`config.mk`:
```
export PLATFORM = sky130hd
export DESIGN_NAME = priv_unit
export DESIGN_NICKNAME = d
export VERILOG_FILES = /design/src/machine_mode_pkg.sv /design/src/prv_internal_if.sv /design/src/csr_rfile.sv /design/src/priv_unit.sv /design/src/prv_control.sv
export SDC_FILE = /design/constraint.sdc
export NUM_CORES = 1
export LEC_CHECK = 0
export ABC_AREA = 1
export CAP_MARGIN = 30
export CORE_MARGIN = 2
export CORE_UTILIZATION = 40
export CTS_CLUSTER_SIZE = 12
export DETAILED_ROUTE_END_ITERATION = 8
export DONT_BUFFER_PORTS = 1
export GPL_TIMING_DRIVEN = 0
export PLACE_DENSITY = 0.56
export SETUP_SLACK_MARGIN = 0.5
export SLEW_MARGIN = 20
export SYNTH_ARGS = -nofsm -noshare
export SYNTH_HDL_FRONTEND = slang
export SYNTH_SLANG_ARGS = --single-unit
```
`constraint.sdc`:
```
create_clock -name CLK -period 3.2 [get_ports CLK]
set_input_delay 0.8 -clock CLK [delete_from_list [all_inputs] [get_ports CLK]]
set_output_delay 0.8 -clock CLK [all_outputs]
set_load 0.01 [all_outputs]
```
`src/machine_mode_pkg.sv`:
```
// Machine-mode CSR addresses, register layouts and trap cause codes shared by the privilege unit
package machine_mode_pkg;

  typedef logic [31:0] word_t;
  typedef logic [11:0] csr_addr_t;

  // Machine information registers
  localparam csr_addr_t MCPUID_ADDR   = 12'hF00;
  localparam csr_addr_t MIMPID_ADDR   = 12'hF01;
  localparam csr_addr_t MHARTID_ADDR  = 12'hF10;

  // Trap setup
  localparam csr_addr_t MSTATUS_ADDR  = 12'h300;
  localparam csr_addr_t MTVEC_ADDR    = 12'h301;
  localparam csr_addr_t MIE_ADDR      = 12'h304;
  localparam csr_addr_t MTIMECMP_ADDR = 12'h321;

  // Trap handling
  localparam csr_addr_t MSCRATCH_ADDR = 12'h340;
  localparam csr_addr_t MEPC_ADDR     = 12'h341;
  localparam csr_addr_t MCAUSE_ADDR   = 12'h342;
  localparam csr_addr_t MBADADDR_ADDR = 12'h343;
  localparam csr_addr_t MIP_ADDR      = 12'h344;

  // Timer and user counters
  localparam csr_addr_t MTIME_ADDR    = 12'h701;
  localparam csr_addr_t MTIMEH_ADDR   = 12'h741;
  localparam csr_addr_t CYCLE_ADDR    = 12'hC00;
  localparam csr_addr_t INSTRET_ADDR  = 12'hC02;
  localparam csr_addr_t CYCLEH_ADDR   = 12'hC80;
  localparam csr_addr_t INSTRETH_ADDR = 12'hC82;

  localparam logic [1:0]  M_MODE       = 2'b11;
  localparam logic [1:0]  BASE_RV32    = 2'b00;
  localparam logic [25:0] MCPUID_EXT_I = 26'h000_0100;  // Letter I, bit 8

  typedef struct packed {
    logic       sd;
    logic [8:0] zero;
    logic [4:0] vm;      // Zero is MBARE
    logic       mprv;
    logic [1:0] xs;
    logic [1:0] fs;
    logic [1:0] prv3;
    logic       ie3;
    logic [1:0] prv2;
    logic       ie2;
    logic [1:0] prv1;
    logic       ie1;
    logic [1:0] prv;
    logic       ie;
  } mstatus_t;

  typedef struct packed {
    logic [23:0] zero_0;
    logic        mtie;
    logic        htie;
    logic        stie;
    logic        zero_1;
    logic        msie;
    logic        hsie;
    logic        ssie;
    logic        zero_2;
  } mie_t;

  typedef struct packed {
    logic [23:0] zero_0;
    logic        mtip;
    logic        htip;
    logic        stip;
    logic        zero_1;
    logic        msip;
    logic        hsip;
    logic        ssip;
    logic        zero_2;
  } mip_t;

  typedef logic [30:0] cause_code_t;

  typedef struct packed {
    logic        interrupt;
    cause_code_t code;
  } mcause_t;

  // Plain word for the CSR port, flag and code for the trap logic
  typedef union packed {
    word_t   raw;
    mcause_t fields;
  } mcause_u;

  localparam cause_code_t CAUSE_ILLEGAL_INSN = 31'd2;
  localparam cause_code_t CAUSE_SOFT_INT     = 31'd3;
  localparam cause_code_t CAUSE_LOAD_FAULT   = 31'd5;
  localparam cause_code_t CAUSE_TIMER_INT    = 31'd7;
  localparam cause_code_t CAUSE_ECALL_M      = 31'd11;

endpackage

```
`src/prv_internal_if.sv`:
```
// Register views and trap update strobes passed between the CSR file and the trap controller
`timescale 1ns/1ps

interface prv_internal_if;
  import machine_mode_pkg::*;

  // Views out of the CSR file
  mstatus_t mstatus;
  mie_t     mie;
  mip_t     mip;
  word_t    mepc;
  word_t    mtvec;
  logic     invalid_csr;   // CSR op on an unimplemented address

  // Updates from the trap controller
  logic     mstatus_rup;
  logic     mepc_rup;
  logic     mcause_rup;
  logic     mbadaddr_rup;
  mstatus_t mstatus_next;
  word_t    mepc_next;
  mcause_u  mcause_next;
  word_t    mbadaddr_next;
  logic     soft_int;      // Sampled into mip.msip

  modport csr (
    output mstatus, mie, mip, mepc, mtvec, invalid_csr,
    input  mstatus_rup, mepc_rup, mcause_rup, mbadaddr_rup,
    input  mstatus_next, mepc_next, mcause_next, mbadaddr_next,
    input  soft_int
  );

  modport prv (
    input  mstatus, mie, mip, mepc, mtvec, invalid_csr,
    output mstatus_rup, mepc_rup, mcause_rup, mbadaddr_rup,
    output mstatus_next, mepc_next, mcause_next, mbadaddr_next,
    output soft_int
  );

endinterface

```
`src/csr_rfile.sv`:
```
// Machine CSR register file with counters and timer; serves single-cycle swap/set/clear access
`timescale 1ns/1ps

module csr_rfile #(
  parameter machine_mode_pkg::word_t TRAP_VECTOR = 32'h0000_01C0,
  parameter machine_mode_pkg::word_t HART_ID     = 32'h0000_0000
) (
  input  logic                         CLK,
  input  logic                         nRST,
  input  machine_mode_pkg::csr_addr_t  csr_addr,
  input  logic                         csr_swap,
  input  logic                         csr_set,
  input  logic                         csr_clr,
  input  machine_mode_pkg::word_t      csr_wdata,
  output machine_mode_pkg::word_t      csr_rdata,
  input  logic                         instr_retired,
  prv_internal_if.csr                  prv_if
);
  import machine_mode_pkg::*;

  // Stored state, constant fields are filled in below
  logic        ie_q;
  logic        ie1_q;
  logic        msie_q;
  logic        mtie_q;
  logic        msip_q;
  logic        mtip_q;
  word_t       mscratch_q;
  word_t       mepc_q;
  word_t       mbadaddr_q;
  word_t       mtimecmp_q;
  mcause_u     mcause_q;
  logic [63:0] mtime_q;
  logic [63:0] cycle_q;
  logic [63:0] instret_q;

  word_t    mcpuid;
  mstatus_t mstatus;
  mie_t     mie;
  mip_t     mip;

  logic     csr_op;
  logic     valid_addr;
  word_t    rup_data;
  mstatus_t rup_mstatus;
  mie_t     rup_mie;
  logic     wr_mstatus;
  logic     wr_mie;
  logic     wr_mscratch;
  logic     wr_mepc;
  logic     wr_mtimecmp;
  logic     wr_mtime;
  logic     wr_mtimeh;
  logic     timer_match;

  assign mcpuid = {BASE_RV32, 4'b0000, MCPUID_EXT_I};

  always_comb begin
    mstatus      = '0;        // MBARE, no FPU, no extension state
    mstatus.prv  = M_MODE;
    mstatus.prv1 = M_MODE;
    mstatus.prv2 = M_MODE;
    mstatus.prv3 = M_MODE;
    mstatus.ie1  = ie1_q;
    mstatus.ie   = ie_q;
  end

  always_comb begin
    mie      = '0;
    mie.msie = msie_q;
    mie.mtie = mtie_q;
    mip      = '0;
    mip.msip = msip_q;
    mip.mtip = mtip_q;
  end

  // Read-modify-write value for the addressed CSR
  assign csr_op   = csr_swap | csr_set | csr_clr;
  assign rup_data = csr_swap ? csr_wdata :
                    csr_clr  ? (csr_rdata & ~csr_wdata) :
                    csr_set  ? (csr_rdata | csr_wdata) :
                    csr_rdata;
  assign rup_mstatus = mstatus_t'(rup_data);
  assign rup_mie     = mie_t'(rup_data);

  // Only these are writable from the pipeline
  assign wr_mstatus  = csr_op & (csr_addr == MSTATUS_ADDR);
  assign wr_mie      = csr_op & (csr_addr == MIE_ADDR);
  assign wr_mscratch = csr_op & (csr_addr == MSCRATCH_ADDR);
  assign wr_mepc     = csr_op & (csr_addr == MEPC_ADDR);
  assign wr_mtimecmp = csr_op & (csr_addr == MTIMECMP_ADDR);
  assign wr_mtime    = csr_op & (csr_addr == MTIME_ADDR);
  assign wr_mtimeh   = csr_op & (csr_addr == MTIMEH_ADDR);

  assign timer_match = (mtime_q[31:0] == mtimecmp_q);

  always_ff @(posedge CLK, negedge nRST) begin
    if (!nRST) begin
      ie_q       <= 1'b1;
      ie1_q      <= 1'b0;
      msie_q     <= 1'b0;
      mtie_q     <= 1'b0;
      msip_q     <= 1'b0;
      mtip_q     <= 1'b0;
      mscratch_q <= '0;
      mepc_q     <= '0;
      mbadaddr_q <= '0;
      mtimecmp_q <= '0;
      mcause_q   <= '0;
      mtime_q    <= '0;
      cycle_q    <= '0;
      instret_q  <= '0;
    end else begin
      // Pipeline write beats the trap controller
      if (wr_mstatus) begin
        ie_q  <= rup_mstatus.ie;
        ie1_q <= rup_mstatus.ie1;
      end else if (prv_if.mstatus_rup) begin
        ie_q  <= prv_if.mstatus_next.ie;
        ie1_q <= prv_if.mstatus_next.ie1;
      end

      if (wr_mie) begin
        msie_q <= rup_mie.msie;
        mtie_q <= rup_mie.mtie;
      end

      msip_q <= prv_if.soft_int;
      if (wr_mtimecmp)
        mtip_q <= 1'b0;         // Held until software rearms the compare
      else if (timer_match)
        mtip_q <= 1'b1;

      if (wr_mscratch)
        mscratch_q <= rup_data;
      if (wr_mepc)
        mepc_q <= rup_data;
      else if (prv_if.mepc_rup)
        mepc_q <= prv_if.mepc_next;
      if (prv_if.mcause_rup)
        mcause_q <= prv_if.mcause_next;
      if (prv_if.mbadaddr_rup)
        mbadaddr_q <= prv_if.mbadaddr_next;
      if (wr_mtimecmp)
        mtimecmp_q <= rup_data;

      if (wr_mtime)
        mtime_q <= {mtime_q[63:32], rup_data};
      else if (wr_mtimeh)
        mtime_q <= {rup_data, mtime_q[31:0]};
      else
        mtime_q <= mtime_q + 64'd1;

      cycle_q   <= cycle_q + 64'd1;   // Also serves as time
      instret_q <= instret_q + {63'd0, instr_retired};
    end
  end

  // Read mux, combinational from the address
  always_comb begin
    valid_addr = 1'b1;
    case (csr_addr)
      MCPUID_ADDR:   csr_rdata = mcpuid;
      MIMPID_ADDR:   csr_rdata = '0;
      MHARTID_ADDR:  csr_rdata = HART_ID;
      MSTATUS_ADDR:  csr_rdata = mstatus;
      MTVEC_ADDR:    csr_rdata = TRAP_VECTOR;
      MIE_ADDR:      csr_rdata = mie;
      MSCRATCH_ADDR: csr_rdata = mscratch_q;
      MEPC_ADDR:     csr_rdata = mepc_q;
      MCAUSE_ADDR:   csr_rdata = mcause_q.raw;
      MBADADDR_ADDR: csr_rdata = mbadaddr_q;
      MIP_ADDR:      csr_rdata = mip;
      MTIMECMP_ADDR: csr_rdata = mtimecmp_q;
      MTIME_ADDR:    csr_rdata = mtime_q[31:0];
      MTIMEH_ADDR:   csr_rdata = mtime_q[63:32];
      CYCLE_ADDR:    csr_rdata = cycle_q[31:0];
      CYCLEH_ADDR:   csr_rdata = cycle_q[63:32];
      INSTRET_ADDR:  csr_rdata = instret_q[31:0];
      INSTRETH_ADDR: csr_rdata = instret_q[63:32];
      default: begin
        valid_addr = 1'b0;
        csr_rdata  = '0;
      end
    endcase
  end

  assign prv_if.invalid_csr = csr_op & ~valid_addr;
  assign prv_if.mstatus     = mstatus;
  assign prv_if.mie         = mie;
  assign prv_if.mip         = mip;
  assign prv_if.mepc        = mepc_q;
  assign prv_if.mtvec       = TRAP_VECTOR;

  // The pipeline never issues two CSR ops at once
  a_one_csr_op: assert property (@(posedge CLK) disable iff (!nRST)
    $onehot0({csr_swap, csr_set, csr_clr}));

  // Rearming the compare drops a pending timer interrupt on the next cycle
  a_mtip_cleared: assert property (@(posedge CLK) disable iff (!nRST)
    wr_mtimecmp |=> !prv_if.mip.mtip);

endmodule

```
`src/priv_unit.sv`:
```
// Machine-mode privilege unit top level; joins the CSR file and trap controller behind plain ports
`timescale 1ns/1ps

module priv_unit #(
  parameter machine_mode_pkg::word_t TRAP_VECTOR = 32'h0000_01C0,
  parameter machine_mode_pkg::word_t HART_ID     = 32'h0000_0000
) (
  input  logic                         CLK,
  input  logic                         nRST,
  input  machine_mode_pkg::csr_addr_t  csr_addr,
  input  logic                         csr_swap,
  input  logic                         csr_set,
  input  logic                         csr_clr,
  input  machine_mode_pkg::word_t      csr_wdata,
  output machine_mode_pkg::word_t      csr_rdata,
  input  logic                         instr_retired,
  input  logic                         soft_int,
  input  logic                         illegal_insn,
  input  logic                         ecall,
  input  logic                         load_fault,
  input  logic                         mret,
  input  machine_mode_pkg::word_t      epc,
  input  machine_mode_pkg::word_t      fault_addr,
  output logic                         insert_pc,
  output machine_mode_pkg::word_t      priv_pc
);

  prv_internal_if prv_if ();

  csr_rfile #(
    .TRAP_VECTOR (TRAP_VECTOR),
    .HART_ID     (HART_ID)
  ) csr_rfile_i (
    .CLK           (CLK),
    .nRST          (nRST),
    .csr_addr      (csr_addr),
    .csr_swap      (csr_swap),
    .csr_set       (csr_set),
    .csr_clr       (csr_clr),
    .csr_wdata     (csr_wdata),
    .csr_rdata     (csr_rdata),
    .instr_retired (instr_retired),
    .prv_if        (prv_if.csr)
  );

  prv_control prv_control_i (
    .CLK          (CLK),
    .nRST         (nRST),
    .csr_swap     (csr_swap),
    .csr_set      (csr_set),
    .csr_clr      (csr_clr),
    .soft_int     (soft_int),
    .illegal_insn (illegal_insn),
    .ecall        (ecall),
    .load_fault   (load_fault),
    .mret         (mret),
    .epc          (epc),
    .fault_addr   (fault_addr),
    .insert_pc    (insert_pc),
    .priv_pc      (priv_pc),
    .prv_if       (prv_if.prv)
  );

endmodule

```
`src/prv_control.sv`:
```
// Trap controller: ranks interrupts and exceptions, redirects the PC and updates the trap CSRs
`timescale 1ns/1ps

module prv_control (
  input  logic                     CLK,
  input  logic                     nRST,
  input  logic                     csr_swap,
  input  logic                     csr_set,
  input  logic                     csr_clr,
  input  logic                     soft_int,
  input  logic                     illegal_insn,
  input  logic                     ecall,
  input  logic                     load_fault,
  input  logic                     mret,
  input  machine_mode_pkg::word_t  epc,
  input  machine_mode_pkg::word_t  fault_addr,
  output logic                     insert_pc,
  output machine_mode_pkg::word_t  priv_pc,
  prv_internal_if.prv              prv_if
);
  import machine_mode_pkg::*;

  logic     csr_op;
  logic     illegal;
  logic     soft_pend;
  logic     timer_pend;
  logic     trap_taken;
  logic     fault_wins;
  mcause_u  cause;
  mstatus_t status_next;

  // Software interrupt is registered in mip by the CSR file
  assign prv_if.soft_int = soft_int;

  assign csr_op  = csr_swap | csr_set | csr_clr;
  assign illegal = illegal_insn | (csr_op & prv_if.invalid_csr);

  // Interrupts need the global enable and their own enable
  assign soft_pend  = prv_if.mstatus.ie & prv_if.mie.msie & prv_if.mip.msip;
  assign timer_pend = prv_if.mstatus.ie & prv_if.mie.mtie & prv_if.mip.mtip;

  assign trap_taken = soft_pend | timer_pend | illegal | ecall | load_fault;
  assign fault_wins = load_fault & ~(soft_pend | timer_pend | illegal | ecall);

  // Highest ranked source fills in the cause
  always_comb begin
    cause = '0;
    if (soft_pend) begin
      cause.fields.interrupt = 1'b1;
      cause.fields.code      = CAUSE_SOFT_INT;
    end else if (timer_pend) begin
      cause.fields.interrupt = 1'b1;
      cause.fields.code      = CAUSE_TIMER_INT;
    end else if (illegal) begin
      cause.fields.code = CAUSE_ILLEGAL_INSN;
    end else if (ecall) begin
      cause.fields.code = CAUSE_ECALL_M;
    end else if (load_fault) begin
      cause.fields.code = CAUSE_LOAD_FAULT;
    end
  end

  // Enable stack push on entry, pop on mret
  always_comb begin
    status_next = prv_if.mstatus;
    if (trap_taken) begin
      status_next.ie1 = prv_if.mstatus.ie;
      status_next.ie  = 1'b0;
    end else begin
      status_next.ie  = prv_if.mstatus.ie1;
      status_next.ie1 = 1'b1;
    end
  end

  assign insert_pc = trap_taken | mret;
  assign priv_pc   = trap_taken ? prv_if.mtvec : prv_if.mepc;

  assign prv_if.mstatus_rup   = insert_pc;
  assign prv_if.mstatus_next  = status_next;
  assign prv_if.mepc_rup      = trap_taken;
  assign prv_if.mepc_next     = epc;
  assign prv_if.mcause_rup    = trap_taken;
  assign prv_if.mcause_next   = cause;
  assign prv_if.mbadaddr_rup  = fault_wins;  // Only a load fault carries an address
  assign prv_if.mbadaddr_next = fault_addr;

  // Trap return and trap entry are exclusive in a cycle
  a_mret_no_trap: assert property (@(posedge CLK) disable iff (!nRST)
    !(mret && trap_taken));

endmodule

```
==> results.txt <==
- Worst Setup Start Kind: input port
- The routed design could run at a clock period as short as 3.15 ns.
- Ratio of routed vias to standard cells: 5.80
- Worst setup startpoint: csr_addr[9]
- Util after Layout: 0.524
* Clock Pin Slew Worst Setup and Hold Paths: 0.06 ns
* Synth Instances: 3021
- I/O Buffers: 0
* Via count of the routed design: approximately 23000
- The first global-routing pass estimated 148000 um of wire.
- Proportion of synthesized chip area in sequential cells: 0.388
- After floorplanning, the core was divided into 84 placement rows.
- The die is 235 um wide.
* Critical path type: in -> out
- Total die area: 55200 um2
- Number of inserted filler cells in the final layout: 5067
* Worst slew margin relative to its limit: -0.0293
- STA puts the critical path data arrival time at 2.35 ns.
* Most used standard cell by instance count after synthesis: sky130_fd_sc_hd__nand2_1
* Tot GR Track Use: 0.364
- The number of antenna diodes in the final layout is 0.
* Commonest register cell after synthesis: sky130_fd_sc_hd__dfrtp_1
- The number of antenna violations at the first check in global routing was 1.
* Cell taking the most area after synthesis: sky130_fd_sc_hd__dfrtp_1
- The number of nets in the synthesized netlist is 3144.
- Setup repair after global routing could not meet its margin everywhere.
- For this design, the slowest cell found on the critical path is sky130_fd_sc_hd__nor2_4.
* Clock sink count: 331
- Of all flip-flops after synthesis, the portion carrying an async set or reset was 1.00.
- For this run, design rule violations remaining after detail routing come to 0.
- Synthesis instantiated 54 different standard cells from the library.
- Vertical die dimension: 235 um
* Leakage Power: approximately 13 nW
* Worst reg2reg path depth: 12
* Violated checks: hold timing, slew limit
- IR drop worst, VDD: 0.000349 V
- The detail route stage leaves a number of antenna-violating nets equal to 0.
* Warnings from Yosys: 0
* Clock skew: 0.0208 ns
* End point of the critical path: priv_pc[7]
* IO Count: 184
- In the final layout, the share of cells above drive strength 1 is 0.211.
* Top cell types by occurrence after synthesis: sky130_fd_sc_hd__nand2_1, sky130_fd_sc_hd__inv_1, sky130_fd_sc_hd__nor2_1, sky130_fd_sc_hd__dfrtp_1, sky130_fd_sc_hd__nand3_1
- For the pin with the worst max-slew slack, the measured transition is 1.54 ns.
- The total area inside the core boundary comes to 52700 um2.
- Worst slack on hold paths: -0.0959 ns
* Maxcap violations: 0
- The tree is rooted in a sky130_fd_sc_hd__clkbuf_16.
* Outcome: finished with violations
- The first TritonRoute pass finished after 6 iterations.
- Final HPWL from detailed placement: 80000 um
* Post-synth EDFFs: 0
* Final Hold Fails: about 40
- Area share of the largest cell type after synthesis: 0.387
- In this design, the stage delay of the slowest critical-path cell is 0.24 ns.
* Maximum count of clock buffers along a single path: 3
- Capture instance of the worst register-to-register path: csr_rfile_i.mtime_q[49]
- Share of the clock period used by the worst path: 0.984
- Clock insertion delay at the later pin of the skew report: 0.59 ns
* CTS tree: yes
- From synthesis to final layout, the design area changed by 29.5%.
- Based on the critical path, the design can be clocked at up to approximately 320 MHz.
* TritonCTS Buffers: 43
- Critical path endpoint category: output port
- For this design the ratio of total power to cell area is 385 nW/um2.
- Mean area per synthesized cell: 7.06 um2
- Summed over all layers, the routed wires come to 105000 um.
* PnR worst setup slack: between 0.05 and 0.06 ns
- Via count of the first global-routing pass: 21700
* Launch point of the worst reg-to-reg path: csr_rfile_i.mtime_q[3]
- Along the worst path, the maximum fanout reaches 8.
- For this block, the initial DRC count from the detailed router was between 2000 and 2500.
- Number of failing setup endpoints in the final timing report: 0
- After the last flow step, the layout net total stands at 3308.
- Across all register-to-register paths, the minimum setup slack is 0.54 ns.
* Final max-slew violation count: 98
- H-tree lvl count: 2
- Largest net degree at the start of global routing: 332
* Required time of the critical path: 2.40 ns
- The path class of the tightest hold or removal check is in -> async.
* Average wire per standard cell: about 27 um
- At the end of routability-driven placement, the weighted congestion stood at ~1.0.
- Crit-path cells: nand2_8, nor2_4, buf_8, nand3_4, nand3_4, nor2_4, nand3_2, nand4_4, clkinv_4, nand2_8, buf_6, or2_4
- For this configuration, the core starts out at a cell density of 0.405.
* Post-synthesis register bit count: 331
* Cell types occupying the most area after synthesis: sky130_fd_sc_hd__dfrtp_1, sky130_fd_sc_hd__nand2_1, sky130_fd_sc_hd__xor2_1
- Post-Synthesis Cell Area: approximately 21000 um2
* Overflow left after global routing: 0
* Minimum setup slack after placement: -0.417 ns
## through the flow
step / power [mW] / TNS, ns / instance area [um2] / hold WS, ns / cells
after floorplan: 5.29 / 0 / 21800 / 0.442 / 3021
after global placement: 5.68 / -23.81 / 22700 / 0.456 / 3709
after detailed placement: 5.70 / -26.31 / 22700 / 0.461 / 3709
after CTS: 10.5 / 0 / 25800 / -0.0960 / 3841
after global routing: 10.9 / -0.00256 / 27600 / -0.0969 / 3900
final: 10.6 / 0 / 27600 / -0.0959 / 3900
## routing by layer
metal | track usage | vias to the layer above | share of wire
met1 | 0.439 | 11000 | 0.37
met2 | 0.588 | 1133 | 0.46
met4 | 0.237 | 0 | 0.082
met5 | 0 | - | 0
li1 | - | 10100 | -
met3 | 0.0793 | 351 | 0.080
## critical path, delay by kind of cell
| kind | cells | cell delay, ns |
|---|---|---|
| AND/OR/NAND/NOR | 9 | 1.10 |
| buffers and inverters | 3 | 0.45 |
## cells in the final DEF (no fill, tap or decap), types with 10 or more instances in the layout
cell type                   count
sky130_fd_sc_hd__o22ai_2       18
sky130_fd_sc_hd__o22ai_1       15
sky130_fd_sc_hd__nand3_2       38
sky130_fd_sc_hd__nand2_1      828
sky130_fd_sc_hd__dfrtp_1      328
sky130_fd_sc_hd__clkbuf_16     52
sky130_fd_sc_hd__o21ai_2       21
sky130_fd_sc_hd__nand3_1      130
sky130_fd_sc_hd__inv_2         13
sky130_fd_sc_hd__nor2_2        66
sky130_fd_sc_hd__a22oi_1       18
sky130_fd_sc_hd__nor3_1        81
sky130_fd_sc_hd__o22ai_4       22
sky130_fd_sc_hd__nand2_2       34
sky130_fd_sc_hd__a21oi_1       43
sky130_fd_sc_hd__o21ai_4       12
sky130_fd_sc_hd__nor2_1       213
sky130_fd_sc_hd__o21ai_0       75
sky130_fd_sc_hd__buf_6         39
sky130_fd_sc_hd__o221ai_1      10
sky130_fd_sc_hd__nand3_4       34
sky130_fd_sc_hd__nor3_2        10
sky130_fd_sc_hd__nand4_1       83
sky130_fd_sc_hd__o21ai_1       26
sky130_fd_sc_hd__buf_2         15
sky130_fd_sc_hd__xnor2_1       25
sky130_fd_sc_hd__buf_12        20
sky130_fd_sc_hd__clkbuf_1      57
sky130_fd_sc_hd__o211ai_1      35
sky130_fd_sc_hd__xor2_1       162
sky130_fd_sc_hd__mux2_2        11
sky130_fd_sc_hd__nor4_1        35
sky130_fd_sc_hd__buf_4         75
sky130_fd_sc_hd__nor2_4        88
sky130_fd_sc_hd__inv_1        342
## flip-flops by register name (all words and copies together) (netlist names), 5 cells and up
name	count
csr_rfile_i.mcause_q	5
csr_rfile_i.prv_if.mepc	32
csr_rfile_i.mtime_q	64
csr_rfile_i.mbadaddr_q	32
csr_rfile_i.cycle_q	64
csr_rfile_i.mscratch_q	32
csr_rfile_i.instret_q	64
csr_rfile_i.mtimecmp_q	32
## logic make-up (layout without fill, tap and decap cells)
| kind of cell | after synthesis | count (layout) | synth area share |
|---|---|---|---|
| fa+ha+maj | 4 | 4 | 0.00235 |
| flops | 331 | 331 | 0.388 |
| mux | 11 | 11 | 0.00581 |
| compound gates | 310 | 310 | 0.0854 |
| xor+xnor | 188 | 188 | 0.0775 |
| simple gates | 1699 | 1699 | 0.352 |
| buf+inv | 478 | 669 | 0.0887 |
## worst min path at each step
| stage | endpoint | slack [ns] | cells past startpoint |
|---|---|---|---|
| 2_1_floorplan | csr_rfile_i.cycle_q[25] | 0.44 | 1 |
| 3_3_place_gp | csr_rfile_i.instret_q[63] | 0.46 | 1 |
| 3_5_place_dp | csr_rfile_i.cycle_q[42] | 0.46 | 1 |
| 4_1_cts | csr_rfile_i.prv_if.mepc[5] | -0.1 | 0 |
| 5_1_grt | csr_rfile_i.prv_if.mepc[5] | -0.1 | 0 |
| 6_report | csr_rfile_i.prv_if.mepc[5] | -0.1 | 0 |
## layout make-up
cell class	count	area [um2]	area share
Clock inverter	11	82.6	0.00299
Buffer	104	792	0.0287
Multi-Input combinational cell	2212	13500	0.487
Clock buffer	61	1260	0.0455
Sequential cell	331	8290	0.300
Inverter	374	1600	0.0580
Timing Repair Buffer	119	1270	0.0461
Tap cell	688	861	0.0312
## power breakdown
part           internal (mW)  switching (mW)  total, mW
Combinational          0.364           0.823       1.19
Sequential              4.41           0.222       4.63
Clock                   2.79            2.01       4.80
Total                   7.56            3.06       10.6
## timing repair
action,4_1_cts,5_1_grt
resized for setup,326,294
pin swaps,70,84
endpoints found under the hold margin,330,129
buffers inserted,58,51
gates cloned,2,8
endpoints found under the setup margin,142,141
Note: power is estimated with default switching activity, not from simulation.
